### src/csr_regs_pkg.sv
package csr_regs_pkg;

    typedef logic [31:0] csr_word_t;
    typedef logic [13:0] csr_addr_t;

    // Register numbers
    localparam csr_addr_t CSR_CRMD   = 14'h0;
    localparam csr_addr_t CSR_PRMD   = 14'h1;
    localparam csr_addr_t CSR_ECFG   = 14'h4;
    localparam csr_addr_t CSR_ESTAT  = 14'h5;
    localparam csr_addr_t CSR_ERA    = 14'h6;
    localparam csr_addr_t CSR_BADV   = 14'h7;
    localparam csr_addr_t CSR_EENTRY = 14'hc;
    localparam csr_addr_t CSR_SAVE0  = 14'h30;
    localparam csr_addr_t CSR_SAVE1  = 14'h31;
    localparam csr_addr_t CSR_SAVE2  = 14'h32;
    localparam csr_addr_t CSR_SAVE3  = 14'h33;
    localparam csr_addr_t CSR_TCFG   = 14'h41;
    localparam csr_addr_t CSR_TVAL   = 14'h42;
    localparam csr_addr_t CSR_TICLR  = 14'h44;

    // CRMD fields
    // PRMD keeps PPLV and PIE at the same places
    localparam int CRMD_PLV_LO  = 0;
    localparam int CRMD_PLV_HI  = 1;
    localparam int CRMD_IE      = 2;
    localparam int CRMD_DA      = 3;
    localparam int CRMD_PG      = 4;
    localparam int CRMD_DATF_LO = 5;
    localparam int CRMD_DATF_HI = 6;
    localparam int CRMD_DATM_LO = 7;
    localparam int CRMD_DATM_HI = 8;

    // DA=1, DATF=1, DATM=1
    localparam csr_word_t CRMD_RESET = 32'h0000_00a8;

    // TCFG fields
    localparam int TCFG_EN         = 0;
    localparam int TCFG_PERIODIC   = 1;
    localparam int TCFG_INITVAL_LO = 2;

    // EENTRY bits below this read as zero
    localparam int EENTRY_VA_LSB = 6;

    // Committed write bus
    typedef struct packed {
        logic      en;
        csr_addr_t addr;
        csr_word_t data;
    } csr_wr_t;

endpackage

### src/csr_trap_pkg.sv
package csr_trap_pkg;

    // Bit 6 is the subcode, bits 5:0 the exception code
    typedef logic [6:0] expcode_t;
    typedef logic [5:0] ecode_t;
    typedef logic [7:0] hw_irq_t;

    // Interrupt status and local enable width
    localparam int INT_BITS = 13;

    // ESTAT layout
    localparam int ESTAT_SOFT_LO  = 0;
    localparam int ESTAT_SOFT_HI  = 1;
    localparam int ESTAT_HARD_LO  = 2;
    localparam int ESTAT_HARD_HI  = 9;
    localparam int ESTAT_TI       = 11;
    localparam int ESTAT_IPI      = 12;
    localparam int ESTAT_ECODE_LO = 16;
    localparam int ESTAT_ECODE_HI = 21;
    localparam int ESTAT_SUBCODE  = 22;

    // Strobes from the pipeline at exception entry and return
    typedef struct packed {
        logic                  exception;
        logic                  ertn;
        expcode_t              expcode;
        logic                  wen_expcode;
        csr_regs_pkg::csr_word_t era;
        logic                  wen_era;
        csr_regs_pkg::csr_word_t badv;
        logic                  wen_badv;
    } trap_event_t;

endpackage

### src/csr_file.sv
module csr_file (
    input  logic                      clk,
    input  logic                      aresetn,
    input  logic                      wen_in,
    input  csr_regs_pkg::csr_addr_t   addr_in,
    input  csr_regs_pkg::csr_word_t   wdata_in,
    input  logic                      d_idle,
    input  csr_trap_pkg::trap_event_t ev,
    input  csr_trap_pkg::hw_irq_t     hardware_interrupt,
    output csr_regs_pkg::csr_word_t   rdata,
    output csr_regs_pkg::csr_word_t   crmd,
    output csr_regs_pkg::csr_word_t   estat,
    output csr_regs_pkg::csr_word_t   era_out,
    output csr_regs_pkg::csr_word_t   eentry,
    output logic                      cpu_interrupt,
    output logic                      idle_over,
    output logic                      wen_csr
);
    import csr_regs_pkg::*;

    csr_wr_t   wr;
    logic      ti_pending;
    csr_word_t prmd;
    csr_word_t ecfg;
    csr_word_t badv;
    csr_word_t tcfg;
    csr_word_t tval;
    csr_word_t save0;
    csr_word_t save1;
    csr_word_t save2;
    csr_word_t save3;

    csr_write_stage u_write_stage (
        .clk      (clk),
        .aresetn  (aresetn),
        .wen_in   (wen_in),
        .addr_in  (addr_in),
        .wdata_in (wdata_in),
        .d_idle   (d_idle),
        .wen_csr  (wen_csr),
        .wr       (wr)
    );

    csr_trap_ctrl u_trap_ctrl (
        .clk                (clk),
        .aresetn            (aresetn),
        .wr                 (wr),
        .ev                 (ev),
        .hardware_interrupt (hardware_interrupt),
        .ti_pending         (ti_pending),
        .crmd               (crmd),
        .prmd               (prmd),
        .ecfg               (ecfg),
        .estat              (estat),
        .era                (era_out),
        .badv               (badv),
        .cpu_interrupt      (cpu_interrupt),
        .idle_over          (idle_over)
    );

    csr_timer u_timer (
        .clk        (clk),
        .aresetn    (aresetn),
        .wr         (wr),
        .tcfg       (tcfg),
        .tval       (tval),
        .ti_pending (ti_pending)
    );

    csr_scratch u_scratch (
        .clk     (clk),
        .aresetn (aresetn),
        .wr      (wr),
        .eentry  (eentry),
        .save0   (save0),
        .save1   (save1),
        .save2   (save2),
        .save3   (save3)
    );

    // TICLR and unknown numbers read zero
    always_comb begin
        case (addr_in)
            CSR_CRMD:   rdata = crmd;
            CSR_PRMD:   rdata = prmd;
            CSR_ECFG:   rdata = ecfg;
            CSR_ESTAT:  rdata = estat;
            CSR_ERA:    rdata = era_out;
            CSR_BADV:   rdata = badv;
            CSR_EENTRY: rdata = eentry;
            CSR_SAVE0:  rdata = save0;
            CSR_SAVE1:  rdata = save1;
            CSR_SAVE2:  rdata = save2;
            CSR_SAVE3:  rdata = save3;
            CSR_TCFG:   rdata = tcfg;
            CSR_TVAL:   rdata = tval;
            default:    rdata = '0;
        endcase
    end

endmodule

### src/csr_scratch.sv
module csr_scratch (
    input  logic                    clk,
    input  logic                    aresetn,
    input  csr_regs_pkg::csr_wr_t   wr,
    output csr_regs_pkg::csr_word_t eentry,
    output csr_regs_pkg::csr_word_t save0,
    output csr_regs_pkg::csr_word_t save1,
    output csr_regs_pkg::csr_word_t save2,
    output csr_regs_pkg::csr_word_t save3
);
    import csr_regs_pkg::*;

    logic [31:EENTRY_VA_LSB] va_q;
    csr_word_t               save_q [4];

    always_ff @(posedge clk) begin
        if (!aresetn) begin
            va_q <= '0;
        end else if (wr.en && wr.addr == CSR_EENTRY) begin
            va_q <= wr.data[31:EENTRY_VA_LSB];
        end
    end

    // SAVE0..SAVE3 sit on consecutive numbers
    always_ff @(posedge clk) begin
        if (!aresetn) begin
            for (int i = 0; i < 4; i++) begin
                save_q[i] <= '0;
            end
        end else begin
            for (int i = 0; i < 4; i++) begin
                if (wr.en && wr.addr == csr_addr_t'(CSR_SAVE0 + i)) begin
                    save_q[i] <= wr.data;
                end
            end
        end
    end

    assign eentry = {va_q, {EENTRY_VA_LSB{1'b0}}};
    assign save0  = save_q[0];
    assign save1  = save_q[1];
    assign save2  = save_q[2];
    assign save3  = save_q[3];

endmodule

### src/csr_timer.sv
module csr_timer (
    input  logic                    clk,
    input  logic                    aresetn,
    input  csr_regs_pkg::csr_wr_t   wr,
    output csr_regs_pkg::csr_word_t tcfg,
    output csr_regs_pkg::csr_word_t tval,
    output logic                    ti_pending
);
    import csr_regs_pkg::*;

    logic                          en_q;
    logic                          periodic_q;
    logic [31:TCFG_INITVAL_LO]     initval_q;
    logic                          reload_q;
    logic                          time_out_q;
    csr_word_t                     tval_q;
    logic                          wr_tcfg;
    logic                          wr_ticlr;

    assign wr_tcfg  = wr.en && (wr.addr == CSR_TCFG);
    assign wr_ticlr = wr.en && (wr.addr == CSR_TICLR);

    always_ff @(posedge clk) begin
        if (!aresetn) begin
            en_q       <= 1'b0;
            periodic_q <= 1'b0;
            initval_q  <= '0;
            reload_q   <= 1'b0;
        end else begin
            reload_q <= wr_tcfg;
            if (wr_tcfg) begin
                en_q       <= wr.data[TCFG_EN];
                periodic_q <= wr.data[TCFG_PERIODIC];
                initval_q  <= wr.data[31:TCFG_INITVAL_LO];
            end
        end
    end

    // Reload adds one so an INITVAL of zero still expires
    always_ff @(posedge clk) begin
        if (!aresetn) begin
            tval_q     <= '0;
            time_out_q <= 1'b0;
        end else if (reload_q || (tval_q == '0 && en_q && periodic_q)) begin
            tval_q     <= {initval_q, 2'b01};
            time_out_q <= 1'b0;
        end else if (tval_q == '0) begin
            time_out_q <= 1'b0;
        end else if (en_q) begin
            tval_q     <= tval_q - 1'b1;
            time_out_q <= (tval_q == 32'd1);
        end
    end

    // Clear wins over a coincident expiry
    always_ff @(posedge clk) begin
        if (!aresetn || wr_ticlr) begin
            ti_pending <= 1'b0;
        end else if (time_out_q) begin
            ti_pending <= 1'b1;
        end
    end

    assign tcfg = {initval_q, periodic_q, en_q};
    assign tval = tval_q;

endmodule

### src/csr_trap_ctrl.sv
module csr_trap_ctrl (
    input  logic                       clk,
    input  logic                       aresetn,
    input  csr_regs_pkg::csr_wr_t      wr,
    input  csr_trap_pkg::trap_event_t  ev,
    input  csr_trap_pkg::hw_irq_t      hardware_interrupt,
    input  logic                       ti_pending,
    output csr_regs_pkg::csr_word_t    crmd,
    output csr_regs_pkg::csr_word_t    prmd,
    output csr_regs_pkg::csr_word_t    ecfg,
    output csr_regs_pkg::csr_word_t    estat,
    output csr_regs_pkg::csr_word_t    era,
    output csr_regs_pkg::csr_word_t    badv,
    output logic                       cpu_interrupt,
    output logic                       idle_over
);
    import csr_regs_pkg::*;
    import csr_trap_pkg::*;

    csr_word_t                       crmd_q;
    csr_word_t                       prmd_q;
    logic [INT_BITS-1:0]             lie_q;
    logic [ESTAT_SOFT_HI:ESTAT_SOFT_LO] soft_q;
    ecode_t                          ecode_q;
    logic                            subcode_q;
    csr_word_t                       era_q;
    csr_word_t                       badv_q;
    ecode_t                          ev_ecode;

    logic wr_crmd;
    logic wr_prmd;
    logic wr_ecfg;
    logic wr_estat;
    logic wr_era;
    logic wr_badv;

    assign wr_crmd  = wr.en && (wr.addr == CSR_CRMD);
    assign wr_prmd  = wr.en && (wr.addr == CSR_PRMD);
    assign wr_ecfg  = wr.en && (wr.addr == CSR_ECFG);
    assign wr_estat = wr.en && (wr.addr == CSR_ESTAT);
    assign wr_era   = wr.en && (wr.addr == CSR_ERA);
    assign wr_badv  = wr.en && (wr.addr == CSR_BADV);

    assign ev_ecode = ev.expcode[$bits(ecode_t)-1:0];

    always_ff @(posedge clk) begin
        if (!aresetn) begin
            crmd_q <= CRMD_RESET;
        end else if (ev.ertn) begin
            crmd_q[CRMD_PLV_HI:CRMD_PLV_LO] <= prmd_q[CRMD_PLV_HI:CRMD_PLV_LO];
            crmd_q[CRMD_IE]                 <= prmd_q[CRMD_IE];
        end else if (ev.exception) begin
            crmd_q[CRMD_PLV_HI:CRMD_PLV_LO] <= '0;
            crmd_q[CRMD_IE]                 <= 1'b0;
        end else if (wr_crmd) begin
            crmd_q[CRMD_PLV_HI:CRMD_PLV_LO]   <= wr.data[CRMD_PLV_HI:CRMD_PLV_LO];
            crmd_q[CRMD_IE]                   <= wr.data[CRMD_IE];
            crmd_q[CRMD_DATF_HI:CRMD_DATF_LO] <= wr.data[CRMD_DATF_HI:CRMD_DATF_LO];
            crmd_q[CRMD_DATM_HI:CRMD_DATM_LO] <= wr.data[CRMD_DATM_HI:CRMD_DATM_LO];
            // Only direct or paged mode, never both or neither
            if (wr.data[CRMD_PG] ^ wr.data[CRMD_DA]) begin
                crmd_q[CRMD_PG] <= wr.data[CRMD_PG];
                crmd_q[CRMD_DA] <= wr.data[CRMD_DA];
            end
        end
    end

    always_ff @(posedge clk) begin
        if (!aresetn) begin
            prmd_q <= '0;
        end else if (ev.exception) begin
            prmd_q[CRMD_IE:CRMD_PLV_LO] <= crmd_q[CRMD_IE:CRMD_PLV_LO];
        end else if (wr_prmd) begin
            prmd_q[CRMD_IE:CRMD_PLV_LO] <= wr.data[CRMD_IE:CRMD_PLV_LO];
        end
    end

    always_ff @(posedge clk) begin
        if (!aresetn) begin
            lie_q <= '0;
        end else if (wr_ecfg) begin
            lie_q <= wr.data[INT_BITS-1:0];
        end
    end

    always_ff @(posedge clk) begin
        if (!aresetn) begin
            soft_q    <= '0;
            ecode_q   <= '0;
            subcode_q <= 1'b0;
        end else if (ev.exception || ev.wen_expcode) begin
            ecode_q   <= ev_ecode;
            subcode_q <= (ev_ecode == '0) ? 1'b0 : ev.expcode[$bits(ecode_t)];
        end else if (wr_estat) begin
            soft_q <= wr.data[ESTAT_SOFT_HI:ESTAT_SOFT_LO];
        end
    end

    always_ff @(posedge clk) begin
        if (!aresetn) begin
            era_q <= '0;
        end else if (ev.wen_era) begin
            era_q <= ev.era;
        end else if (wr_era) begin
            era_q <= wr.data;
        end
    end

    always_ff @(posedge clk) begin
        if (!aresetn) begin
            badv_q <= '0;
        end else if (ev.wen_badv) begin
            badv_q <= ev.badv;
        end else if (wr_badv) begin
            badv_q <= wr.data;
        end
    end

    // Hardware lines are mirrored, not latched
    always_comb begin
        estat                                 = '0;
        estat[ESTAT_SOFT_HI:ESTAT_SOFT_LO]    = soft_q;
        estat[ESTAT_HARD_HI:ESTAT_HARD_LO]    = hardware_interrupt;
        estat[ESTAT_TI]                       = ti_pending;
        estat[ESTAT_IPI]                      = 1'b0;
        estat[ESTAT_ECODE_HI:ESTAT_ECODE_LO]  = ecode_q;
        estat[ESTAT_SUBCODE]                  = subcode_q;
    end

    assign crmd = crmd_q;
    assign prmd = prmd_q;
    assign ecfg = csr_word_t'(lie_q);
    assign era  = era_q;
    assign badv = badv_q;

    assign cpu_interrupt = crmd_q[CRMD_IE] && |(lie_q & estat[INT_BITS-1:0]);
    // Any pending source ends idle, enabled or not
    assign idle_over     = |estat[INT_BITS-1:0];

endmodule

### src/csr_write_stage.sv
module csr_write_stage (
    input  logic                    clk,
    input  logic                    aresetn,
    input  logic                    wen_in,
    input  csr_regs_pkg::csr_addr_t addr_in,
    input  csr_regs_pkg::csr_word_t wdata_in,
    input  logic                    d_idle,
    output logic                    wen_csr,
    output csr_regs_pkg::csr_wr_t   wr
);
    import csr_regs_pkg::*;

    typedef enum logic [1:0] {
        WR_EMPTY,
        WR_HELD,
        WR_COMMIT
    } wr_state_e;

    wr_state_e state_q;
    wr_state_e state_d;
    csr_addr_t addr_q;
    csr_word_t data_q;

    // Latest request wins while nothing has been accepted yet
    always_ff @(posedge clk) begin
        if (wen_in) begin
            addr_q <= addr_in;
            data_q <= wdata_in;
        end
    end

    always_comb begin
        state_d = state_q;
        case (state_q)
            WR_EMPTY:  if (wen_in) state_d = WR_HELD;
            WR_HELD:   if (d_idle) state_d = WR_COMMIT;
            WR_COMMIT: state_d = wen_in ? WR_HELD : WR_EMPTY;
            default:   state_d = WR_EMPTY;
        endcase
    end

    always_ff @(posedge clk) begin
        if (!aresetn) begin
            state_q <= WR_EMPTY;
        end else begin
            state_q <= state_d;
        end
    end

    // Accept when the data side goes idle
    assign wen_csr = (state_q == WR_HELD) && d_idle;

    assign wr.en   = (state_q == WR_COMMIT);
    assign wr.addr = addr_q;
    assign wr.data = data_q;

endmodule

### config.mk
export PLATFORM = sky130hd
export DESIGN_NAME = csr_file
export DESIGN_NICKNAME = d
export VERILOG_FILES = /design/src/csr_regs_pkg.sv /design/src/csr_trap_pkg.sv /design/src/csr_file.sv /design/src/csr_scratch.sv /design/src/csr_timer.sv /design/src/csr_trap_ctrl.sv /design/src/csr_write_stage.sv
export SDC_FILE = /design/constraint.sdc
export NUM_CORES = 1
export LEC_CHECK = 0
export BUFFER_PORTS_ARGS = -buffer_cell sky130_fd_sc_hd__buf_2
export CAP_MARGIN = 20
export CORE_ASPECT_RATIO = 1.75
export CORE_MARGIN = 2
export CORE_UTILIZATION = 55
export DETAILED_ROUTE_END_ITERATION = 10
export PLACE_DENSITY = 0.78
export SLEW_MARGIN = 20
export SYNTH_ARGS = -nofsm -noshare
export SYNTH_HDL_FRONTEND = slang
export SYNTH_SLANG_ARGS = --single-unit
### constraint.sdc
create_clock -name clk -period 5 [get_ports clk]
set_input_delay 0.5 -clock clk [delete_from_list [all_inputs] [get_ports clk]]
set_output_delay 0.5 -clock clk [all_outputs]
set_load 0.01 [all_outputs]
==> impl_metrics.prom, run 1 <==
# TYPE chip_impl_metric gauge
chip_impl_metric{name="fin_setup_tns",unit="ps"} 0
chip_impl_info{name="dominantRegCellSynth",value="sky130_fd_sc_hd__dfxtp_1"} 1
chip_impl_metric{name="grt_antenna_before_repair",unit=""} 1
chip_impl_metric{name="synth_enable_flop_cells",unit=""} 174
chip_impl_info{name="crit_chain",value="buf_2 > nor4_1 > nand3_1 > buf_4 > nor4_2 > a22o_1 > a221oi_1 > nand3_1 > buf_2"} 1
chip_impl_info{name="crit_path_top_delay_cell",value="sky130_fd_sc_hd__nor4_2"} 1
chip_impl_metric{name="grt_start_max_net_pins",unit=""} 86
chip_impl_metric{name="cp.arrival",unit="ps"} 3310
chip_impl_metric{name="cts.sinks",unit=""} 367
chip_impl_metric{name="power.density_cell_area",unit="nW/um^2"} 335
chip_impl_metric{name="die_w",unit="um"} 138
chip_impl_metric{name="synth-seq-cells",unit=""} 367
chip_impl_metric{name="worst_ir_drop_vdd",unit="V"} 0.000331
chip_impl_metric{name="final_util",unit="%"} 63.5
chip_impl_info{name="cp_top_family",value="simple AND/OR/NAND/NOR gates"} 1
chip_impl_metric{name="synth_seq_area_share",unit="%"} 52.5
chip_impl_metric{name="power_frac_comb",unit="%"} 6.8
chip_impl_metric{name="drv_cap",unit=""} 0
chip_impl_metric{name="row_count",unit=""} 86
chip_impl_metric{name="grt_first_pass_wirelength",unit="um"} 82800
chip_impl_metric{name="slew_viol_final",unit=""} 0
chip_impl_metric{name="post-route-period-util",unit="%"} 76.1
chip_impl_metric{name="critical_path.n_buffers_inverters",unit=""} 3
chip_impl_metric{name="cts_buffers",unit=""} 34
chip_impl_metric{name="switching_share_of_total_power",unit="%"} 23.7
chip_impl_metric{name="grt_use_total",unit="%"} 32.9
chip_impl_info{name="final_cell_mix",value="sky130_fd_sc_hd__buf_2 (253), sky130_fd_sc_hd__dfxtp_1 (193), sky130_fd_sc_hd__edfxtp_1 (174)"} 1
chip_impl_metric{name="gp_routability_congestion",unit=""} 0.982
chip_impl_metric{name="cell_area_after_synthesis",unit="sq um"} 17300
chip_impl_metric{name="final_hold_viol_count",unit=""} 0
chip_impl_metric{name="cts_buffer_depth",unit=""} 3
chip_impl_metric{name="timing_worst_slew_pin_value",unit="ps"} 1100
chip_impl_metric{name="yosysWarnings",unit=""} 0
chip_impl_info{name="path_class",value="primary input to output port"} 1
chip_impl_metric{name="drt-initial-drc-count",unit=""} 1711
chip_impl_metric{name="layout-drive-gt1-share",unit="%"} 23.5
chip_impl_info{name="cp-start-kind",value="primary input"} 1
chip_impl_info{name="layout_commonest_cell",value="sky130_fd_sc_hd__buf_2"} 1
chip_impl_info{name="outcome",value="finished, final reports clean"} 1
chip_impl_metric{name="required",unit="ps"} 4500
chip_impl_metric{name="cts.reportedPaths.clkPinSlew",unit="ps"} 70
chip_impl_metric{name="ctsResizeCount",unit=""} 0
chip_impl_metric{name="start_util",unit="%"} 55.5
chip_impl_info{name="cts_tree",value="yes"} 1
chip_impl_info{name="rsz0062_at_grt",value="no"} 1
chip_impl_info{name="crit_path_end_kind",value="output port"} 1
chip_impl_metric{name="fin_nets",unit=""} 1922
chip_impl_metric{name="hpwlAfterDp",unit="um"} 40000
chip_impl_info{name="hp-class",value="primary input to flip-flop"} 1
chip_impl_metric{name="postCtsHoldBufs",unit=""} 0
chip_impl_metric{name="net-switching-power",unit="mW"} 1.57
chip_impl_metric{name="detail-route-antenna-nets",unit=""} 0
chip_impl_metric{name="area_growth",unit="%"} 14.5
chip_impl_metric{name="rel_slew_slack",unit="%"} 26.8
chip_impl_metric{name="port_buffers",unit=""} 253
chip_impl_metric{name="clock_power_share",unit="%"} 42.0
chip_impl_metric{name="grt.overflow.total",unit=""} 0
chip_impl_metric{name="grt_pass1_vias",unit=""} 13391
chip_impl_metric{name="setup-violations-final",unit=""} 0
chip_impl_metric{name="post_drt_via_cell_ratio",unit=""} 6.42
chip_impl_metric{name="internal_power",unit="mW"} 5.07
chip_impl_metric{name="worstSkewPairLatency",unit="ps"} 550
chip_impl_metric{name="first_drt_pass_iteration_count",unit=""} 8
chip_impl_metric{name="final_min_period",unit="ps"} 3810
chip_impl_metric{name="total_power",unit="mW"} 6.64
chip_impl_metric{name="num_io_pins",unit=""} 297
chip_impl_metric{name="floorplan_core_area",unit="sq um"} 31200
chip_impl_info{name="clockRootBuffer",value="sky130_fd_sc_hd__clkbuf_16"} 1
chip_impl_metric{name="placed_cells",unit=""} 2146
chip_impl_metric{name="power_frac_seq",unit="%"} 51.2
chip_impl_metric{name="critPathMaxStageDelay",unit="ps"} 840
chip_impl_metric{name="wire_per_inst",unit="um"} 25.3
chip_impl_metric{name="cts_post_setup_buffers_inserted",unit=""} 0
chip_impl_metric{name="fraction_of_synthesis_flops_using_an_asynchronous_set_or_reset_pin",unit="%"} 0
chip_impl_metric{name="num_vias",unit=""} 14178
chip_impl_metric{name="max_freq",unit="MHz"} 263
chip_impl_metric{name="synth.distinct_cells",unit=""} 81
chip_impl_metric{name="synthesis.area_per_instance",unit="sq um"} 10.9
chip_impl_metric{name="h_tree_levels",unit=""} 2
chip_impl_metric{name="detail_route.wirelength",unit="um"} 55900
chip_impl_metric{name="syn_inst",unit=""} 1596
chip_impl_metric{name="die_outline_area",unit="sq um"} 33000
chip_impl_metric{name="final-instance-count-excl-fill",unit=""} 2209
chip_impl_metric{name="chipHeight",unit="um"} 239
chip_impl_metric{name="worstPathMaxFanout",unit=""} 16
chip_impl_metric{name="drc_viols",unit=""} 0
chip_impl_metric{name="p_leak",unit="nW"} 7.88
chip_impl_metric{name="final.setup_skew",unit="ps"} 20.4
layout make-up:
| type | instances | area, sq um |
|---|---|---|
| flip-flops and latches | 367 | 9090 |
| multi-input cells | 1087 | 7480 |
| fillers | 2549 | 11400 |
| clock inverters | 15 | 224 |
| diodes | 1 | 2.50 |
| repair buffers | 285 | 1520 |
| well taps | 396 | 495 |
| clock buffers | 47 | 971 |
| inverters | 11 | 43.8 |
flip-flops by register name, summed over array words and instances, names as in the netlist:
| name | flops |
|---|---|
| u_scratch.save_q | 128 |
| u_scratch.va_q | 26 |
| u_timer.en_q | 1 |
| u_timer.initval_q | 30 |
| u_timer.periodic_q | 1 |
| u_timer.reload_q | 1 |
| u_timer.ti_pending | 1 |
| u_timer.time_out_q | 1 |
| u_timer.tval | 32 |
| u_trap_ctrl.badv | 32 |
| u_trap_ctrl.crmd | 9 |
| u_trap_ctrl.ecode_q | 6 |
| u_trap_ctrl.era | 32 |
| u_trap_ctrl.lie_q | 13 |
| u_trap_ctrl.prmd | 3 |
| u_trap_ctrl.soft_q | 2 |
| u_trap_ctrl.subcode_q | 1 |
| u_write_stage.addr_q | 14 |
| u_write_stage.data_q | 32 |
| u_write_stage.state_q | 2 |
power groups by stage:
stage | Combinational [mW] | Sequential, mW | Clock, mW
2_1_floorplan | 0.292 | 3.40 | 0
3_3_place_gp | 0.436 | 3.45 | 0
3_5_place_dp | 0.443 | 3.46 | 0
4_1_cts | 0.446 | 3.40 | 2.81
5_1_grt | 0.481 | 3.41 | 2.91
6_report | 0.448 | 3.40 | 2.79
metal layers:
metal,track usage (%),share of wire (%),up-vias
met5,0,0,-
met4,13.9,4.4,0
met3,5.23,9.3,143
met2,55.2,49,883
met1,42.5,37,6897
li1,-,-,6255
per-stage QoR:
| step | setup slack [ps] | hold WS [ps] | cell area, sq um |
|---|---|---|---|
| final | 1190 | 127 | 19800 |
| after global routing | 1050 | 117 | 19800 |
| after CTS | 1230 | 115 | 19800 |
| after detailed placement | 1230 | 471 | 18600 |
| after global placement | 1200 | 463 | 18600 |
| after floorplan | 849 | 446 | 17500 |
cells by family (layout without fill, tap and decap cells):
logic type / Yosys count / in the layout / share of synthesized area (%)
compound gates: 351 / 351 / 14.5
xor+xnor: 2 / 2 / 0.101
fa+ha+maj: 2 / 2 / 0.144
buf+inv: 184 / 358 / 5.57
flops: 367 / 367 / 52.5
mux: 145 / 145 / 10.7
other cells: 1 / 44 / 0.0217
simple gates: 544 / 544 / 16.5
worst paths after layout:
path,start,endpoint,slack (ps),depth (start not counted)
hold / removal,wdata_in[23],u_write_stage.data_q[23],130,1
setup / recovery,addr_in[9],rdata[5],1190,9
hold reg to reg,u_timer.initval_q[11],u_timer.initval_q[11],490,2
setup reg to reg,u_write_stage.addr_q[9],u_trap_ctrl.era[24],1850,7
Yosys cell counts, types with 4 or more instances:
cell,n,area (sq um)
sky130_fd_sc_hd__clkbuf_1,78,293
sky130_fd_sc_hd__a222oi_1,17,170
sky130_fd_sc_hd__nand3_1,27,135
sky130_fd_sc_hd__nor3_1,23,115
sky130_fd_sc_hd__nor3b_1,7,52.6
sky130_fd_sc_hd__nor4_2,5,62.6
sky130_fd_sc_hd__a31oi_1,7,43.8
sky130_fd_sc_hd__edfxtp_1,174,5230
sky130_fd_sc_hd__and3_1,4,25.0
sky130_fd_sc_hd__buf_6,5,56.3
sky130_fd_sc_hd__clkbuf_2,4,20.0
sky130_fd_sc_hd__nor4_1,14,87.6
sky130_fd_sc_hd__a221o_1,16,160
sky130_fd_sc_hd__a22oi_1,72,541
sky130_fd_sc_hd__o21ai_0,41,205
sky130_fd_sc_hd__a21oi_1,74,370
sky130_fd_sc_hd__nand2b_1,4,25.0
sky130_fd_sc_hd__a32oi_1,5,43.8
sky130_fd_sc_hd__buf_2,20,100
sky130_fd_sc_hd__inv_1,10,37.5
sky130_fd_sc_hd__o311ai_0,5,43.8
sky130_fd_sc_hd__nor2b_1,4,25.0
sky130_fd_sc_hd__and4_1,4,35.0
sky130_fd_sc_hd__or4_1,5,37.5
sky130_fd_sc_hd__a221oi_1,4,35.0
sky130_fd_sc_hd__and2_1,126,788
sky130_fd_sc_hd__or3_1,7,43.8
sky130_fd_sc_hd__nand3b_1,4,30.0
sky130_fd_sc_hd__dfxtp_1,193,3860
sky130_fd_sc_hd__nand4_1,11,68.8
sky130_fd_sc_hd__mux4_2,32,721
sky130_fd_sc_hd__mux2i_1,111,1110
sky130_fd_sc_hd__nor2_1,142,533
sky130_fd_sc_hd__nand2_1,128,480
sky130_fd_sc_hd__buf_1,11,41.3
sky130_fd_sc_hd__buf_4,55,413
sky130_fd_sc_hd__a211oi_1,67,503
sky130_fd_sc_hd__a22o_1,5,43.8
sky130_fd_sc_hd__o211ai_1,4,30.0
(Power assumes the default switching activity.)
==> run 2: changes to the inputs <==
--- a/config.mk
+++ b/config.mk
@@ -9,9 +9,9 @@
 export CAP_MARGIN = 20
 export CORE_ASPECT_RATIO = 1.75
 export CORE_MARGIN = 2
-export CORE_UTILIZATION = 55
+export CORE_UTILIZATION = 51
 export DETAILED_ROUTE_END_ITERATION = 10
-export PLACE_DENSITY = 0.78
+export PLACE_DENSITY = 0.76
 export SLEW_MARGIN = 20
 export SYNTH_ARGS = -nofsm -noshare
 export SYNTH_HDL_FRONTEND = slang
==> constraint.sdc (replaced) <==
create_clock -name clk -period 3.21 [get_ports clk]
set_input_delay 0.321 -clock clk [delete_from_list [all_inputs] [get_ports clk]]
set_output_delay 0.321 -clock clk [all_outputs]
set_load 0.01 [all_outputs]
==> run 2 against run 1 <==
Effect of this change: routed wire length increased by 1.8%; setup slack got worse by 1000 ps; critical path depth increased by 1; die area increased by 7.7%; final area increased by 3.5%; sequential power increased by 56%; largest power group unchanged; highest routed layer is now met5.
==> impl_metrics.prom, run 2 (same netlist as run 1, synthesis figures left out) <==
# TYPE chip_impl_metric gauge
chip_impl_info{name="cts_tree",value="yes"} 1
chip_impl_metric{name="post-route-period-util",unit="%"} 95.2
chip_impl_metric{name="cp.arrival",unit="ps"} 2730
chip_impl_metric{name="area_used_by_multi_input_combinational_logic",unit="sq um"} 7450
chip_impl_metric{name="largest_register_ffs",unit=""} 128
chip_impl_metric{name="die_w",unit="um"} 143
chip_impl_metric{name="post_drt_via_cell_ratio",unit=""} 6.19
chip_impl_info{name="layout_commonest_cell",value="sky130_fd_sc_hd__buf_2"} 1
chip_impl_metric{name="p_leak",unit="nW"} 8.18
chip_impl_metric{name="max_freq",unit="MHz"} 327
chip_impl_metric{name="h_tree_levels",unit=""} 2
chip_impl_metric{name="final_hold_viol_count",unit=""} 0
chip_impl_metric{name="cts.reportedPaths.clkPinSlew",unit="ps"} 70
chip_impl_info{name="rsz0062_at_grt",value="no"} 1
chip_impl_metric{name="cts_buffer_depth",unit=""} 3
chip_impl_metric{name="hpwlAfterDp",unit="um"} 40600
chip_impl_metric{name="grt_first_pass_wirelength",unit="um"} 83500
chip_impl_metric{name="first_drt_pass_iteration_count",unit=""} 10
chip_impl_metric{name="cts.sinks",unit=""} 367
chip_impl_metric{name="final_min_period",unit="ps"} 3060
chip_impl_metric{name="n_fill_cell",unit=""} 2798
chip_impl_metric{name="timing_worst_slew_pin_value",unit="ps"} 851
chip_impl_metric{name="worst_ir_drop_vdd",unit="V"} 0.000503
chip_impl_info{name="outcome",value="finished, final reports clean"} 1
chip_impl_metric{name="die_outline_area",unit="sq um"} 35500
chip_impl_metric{name="wire_per_inst",unit="um"} 24.5
chip_impl_metric{name="layout-drive-gt1-share",unit="%"} 23.5
chip_impl_metric{name="final.setup_skew",unit="ps"} 15.3
chip_impl_metric{name="rel_slew_slack",unit="%"} 43.3
chip_impl_metric{name="drc_viols",unit=""} 0
chip_impl_metric{name="gp_routability_congestion",unit=""} 0.976
chip_impl_metric{name="fin_nets",unit=""} 1981
chip_impl_metric{name="area.sequential",unit="sq um"} 9090
chip_impl_info{name="final_cell_mix",value="sky130_fd_sc_hd__buf_2 (252), sky130_fd_sc_hd__dfxtp_1 (193), sky130_fd_sc_hd__edfxtp_1 (174)"} 1
chip_impl_metric{name="timing.final.ws_setup",unit="ps"} 155
chip_impl_info{name="hp-class",value="primary input to flip-flop"} 1
chip_impl_metric{name="preCtsSetupSlack",unit="ps"} 319
chip_impl_metric{name="worstSkewPairLatency",unit="ps"} 540
chip_impl_metric{name="cts_buffers",unit=""} 36
chip_impl_info{name="clockRootBuffer",value="sky130_fd_sc_hd__clkbuf_16"} 1
chip_impl_info{name="crit_path_end_kind",value="output port"} 1
chip_impl_metric{name="grt_start_max_net_pins",unit=""} 76
chip_impl_info{name="path_class",value="primary input to output port"} 1
chip_impl_info{name="cp-start-kind",value="primary input"} 1
chip_impl_metric{name="detail_route.wirelength",unit="um"} 57000
chip_impl_metric{name="total_power",unit="mW"} 10.4
chip_impl_metric{name="drv_cap",unit=""} 0
chip_impl_metric{name="num_vias",unit=""} 14423
chip_impl_metric{name="worstPathMaxFanout",unit=""} 27
chip_impl_metric{name="grt_pass1_vias",unit=""} 13759
chip_impl_metric{name="grt.overflow.total",unit=""} 0
chip_impl_metric{name="row_count",unit=""} 89
chip_impl_metric{name="grt_use_total",unit="%"} 31.6
chip_impl_metric{name="grt_antenna_before_repair",unit=""} 2
chip_impl_metric{name="slew_viol_final",unit=""} 0
chip_impl_metric{name="detail-route-antenna-nets",unit=""} 0
chip_impl_metric{name="power.density_cell_area",unit="nW/um^2"} 508
chip_impl_metric{name="fin_setup_tns",unit="ps"} 0
chip_impl_metric{name="required",unit="ps"} 2890
chip_impl_metric{name="chipHeight",unit="um"} 248
chip_impl_metric{name="floorplan_core_area",unit="sq um"} 33600
chip_impl_metric{name="num_io_pins",unit=""} 297
chip_impl_metric{name="drt-initial-drc-count",unit=""} 1621
chip_impl_metric{name="setup-violations-final",unit=""} 0
chip_impl_info{name="top_register",value="u_scratch.save_q"} 1
chip_impl_metric{name="port_buffers",unit=""} 253
chip_impl_metric{name="start_util",unit="%"} 51.5
chip_impl_metric{name="area_growth",unit="%"} 18.5
[run 2: cell count changes in the layout (fill, tap and decap cells not counted), sizes merged]
cell,previous run,this run
clkbuf,47,51
inv,10,12
clkinv,9,10
bufinv,5,2
dlygate4sd3,0,39
buf,285,303
[run 2: worst max-delay path, cell delays in order]
cell,delay (ps)
sky130_fd_sc_hd__dlygate4sd3_1,530
sky130_fd_sc_hd__buf_2,140
sky130_fd_sc_hd__nor2_1,230
sky130_fd_sc_hd__nand3b_1,250
sky130_fd_sc_hd__nor3b_2,300
sky130_fd_sc_hd__buf_6,280
sky130_fd_sc_hd__a22oi_1,150
sky130_fd_sc_hd__o21ai_0,90
sky130_fd_sc_hd__a221o_1,250
sky130_fd_sc_hd__buf_2,180
[run 2: per-layer routing]
metal	vias up	share of wire, %	GRT usage, %	wire length (um)
li1	6361	-	-	-
met5	-	0.012	0	7
met2	867	48	51.6	27500
met4	2	6.1	17.0	3470
met3	199	8.8	5.73	4990
met1	6994	37	39.8	21000
[run 2: final cells by class]
class | instances | area share [%]
diodes | 1 | 0.0122
clock inverters | 15 | 0.726
inverters | 11 | 0.213
clock buffers | 51 | 5.22
repair buffers | 342 | 10.4
well taps | 455 | 2.78
flip-flops and latches | 367 | 44.3
multi-input cells | 1087 | 36.3
[run 2: power breakdown]
part	leakage, nW	switching [mW]	internal, mW	total (mW)
clock network	0.594	1.87	2.51	4.38
logic	4.26	0.431	0.312	0.743
registers	3.32	0.225	5.08	5.31
total	8.18	2.52	7.91	10.4
[run 2: stage by stage]
step	util, %	hold WS [ps]	cell area [sq um]	cells
2_1_floorplan	-	420	17500	1638
3_3_place_gp	56.2	458	18900	2223
3_5_place_dp	56.2	466	18900	2223
4_1_cts	61.0	42.0	20500	2328
5_1_grt	61.0	53.0	20500	2329
6_report	61.0	54.9	20500	2329
[run 2: what timing repair did]
item	CTS	global route
endpoints found under the setup margin	0	1
buffers inserted	0	0
hold buffers	39	0
hold endpoints to repair	39	0
gates resized for setup	0	1
[run 2: path summary, 6_finish.rpt]
path	slack (ps)	startpoint	cells after the start	to
worst max-delay path	150	addr_in[13]	10	rdata[14]
worst min register to register	480	u_timer.initval_q[21]	2	u_timer.initval_q[21]
worst min-delay path	50	ev[68]	3	u_trap_ctrl.ecode_q[1]
worst max register to register	410	u_timer.tval[0]	8	u_timer.tval[4]
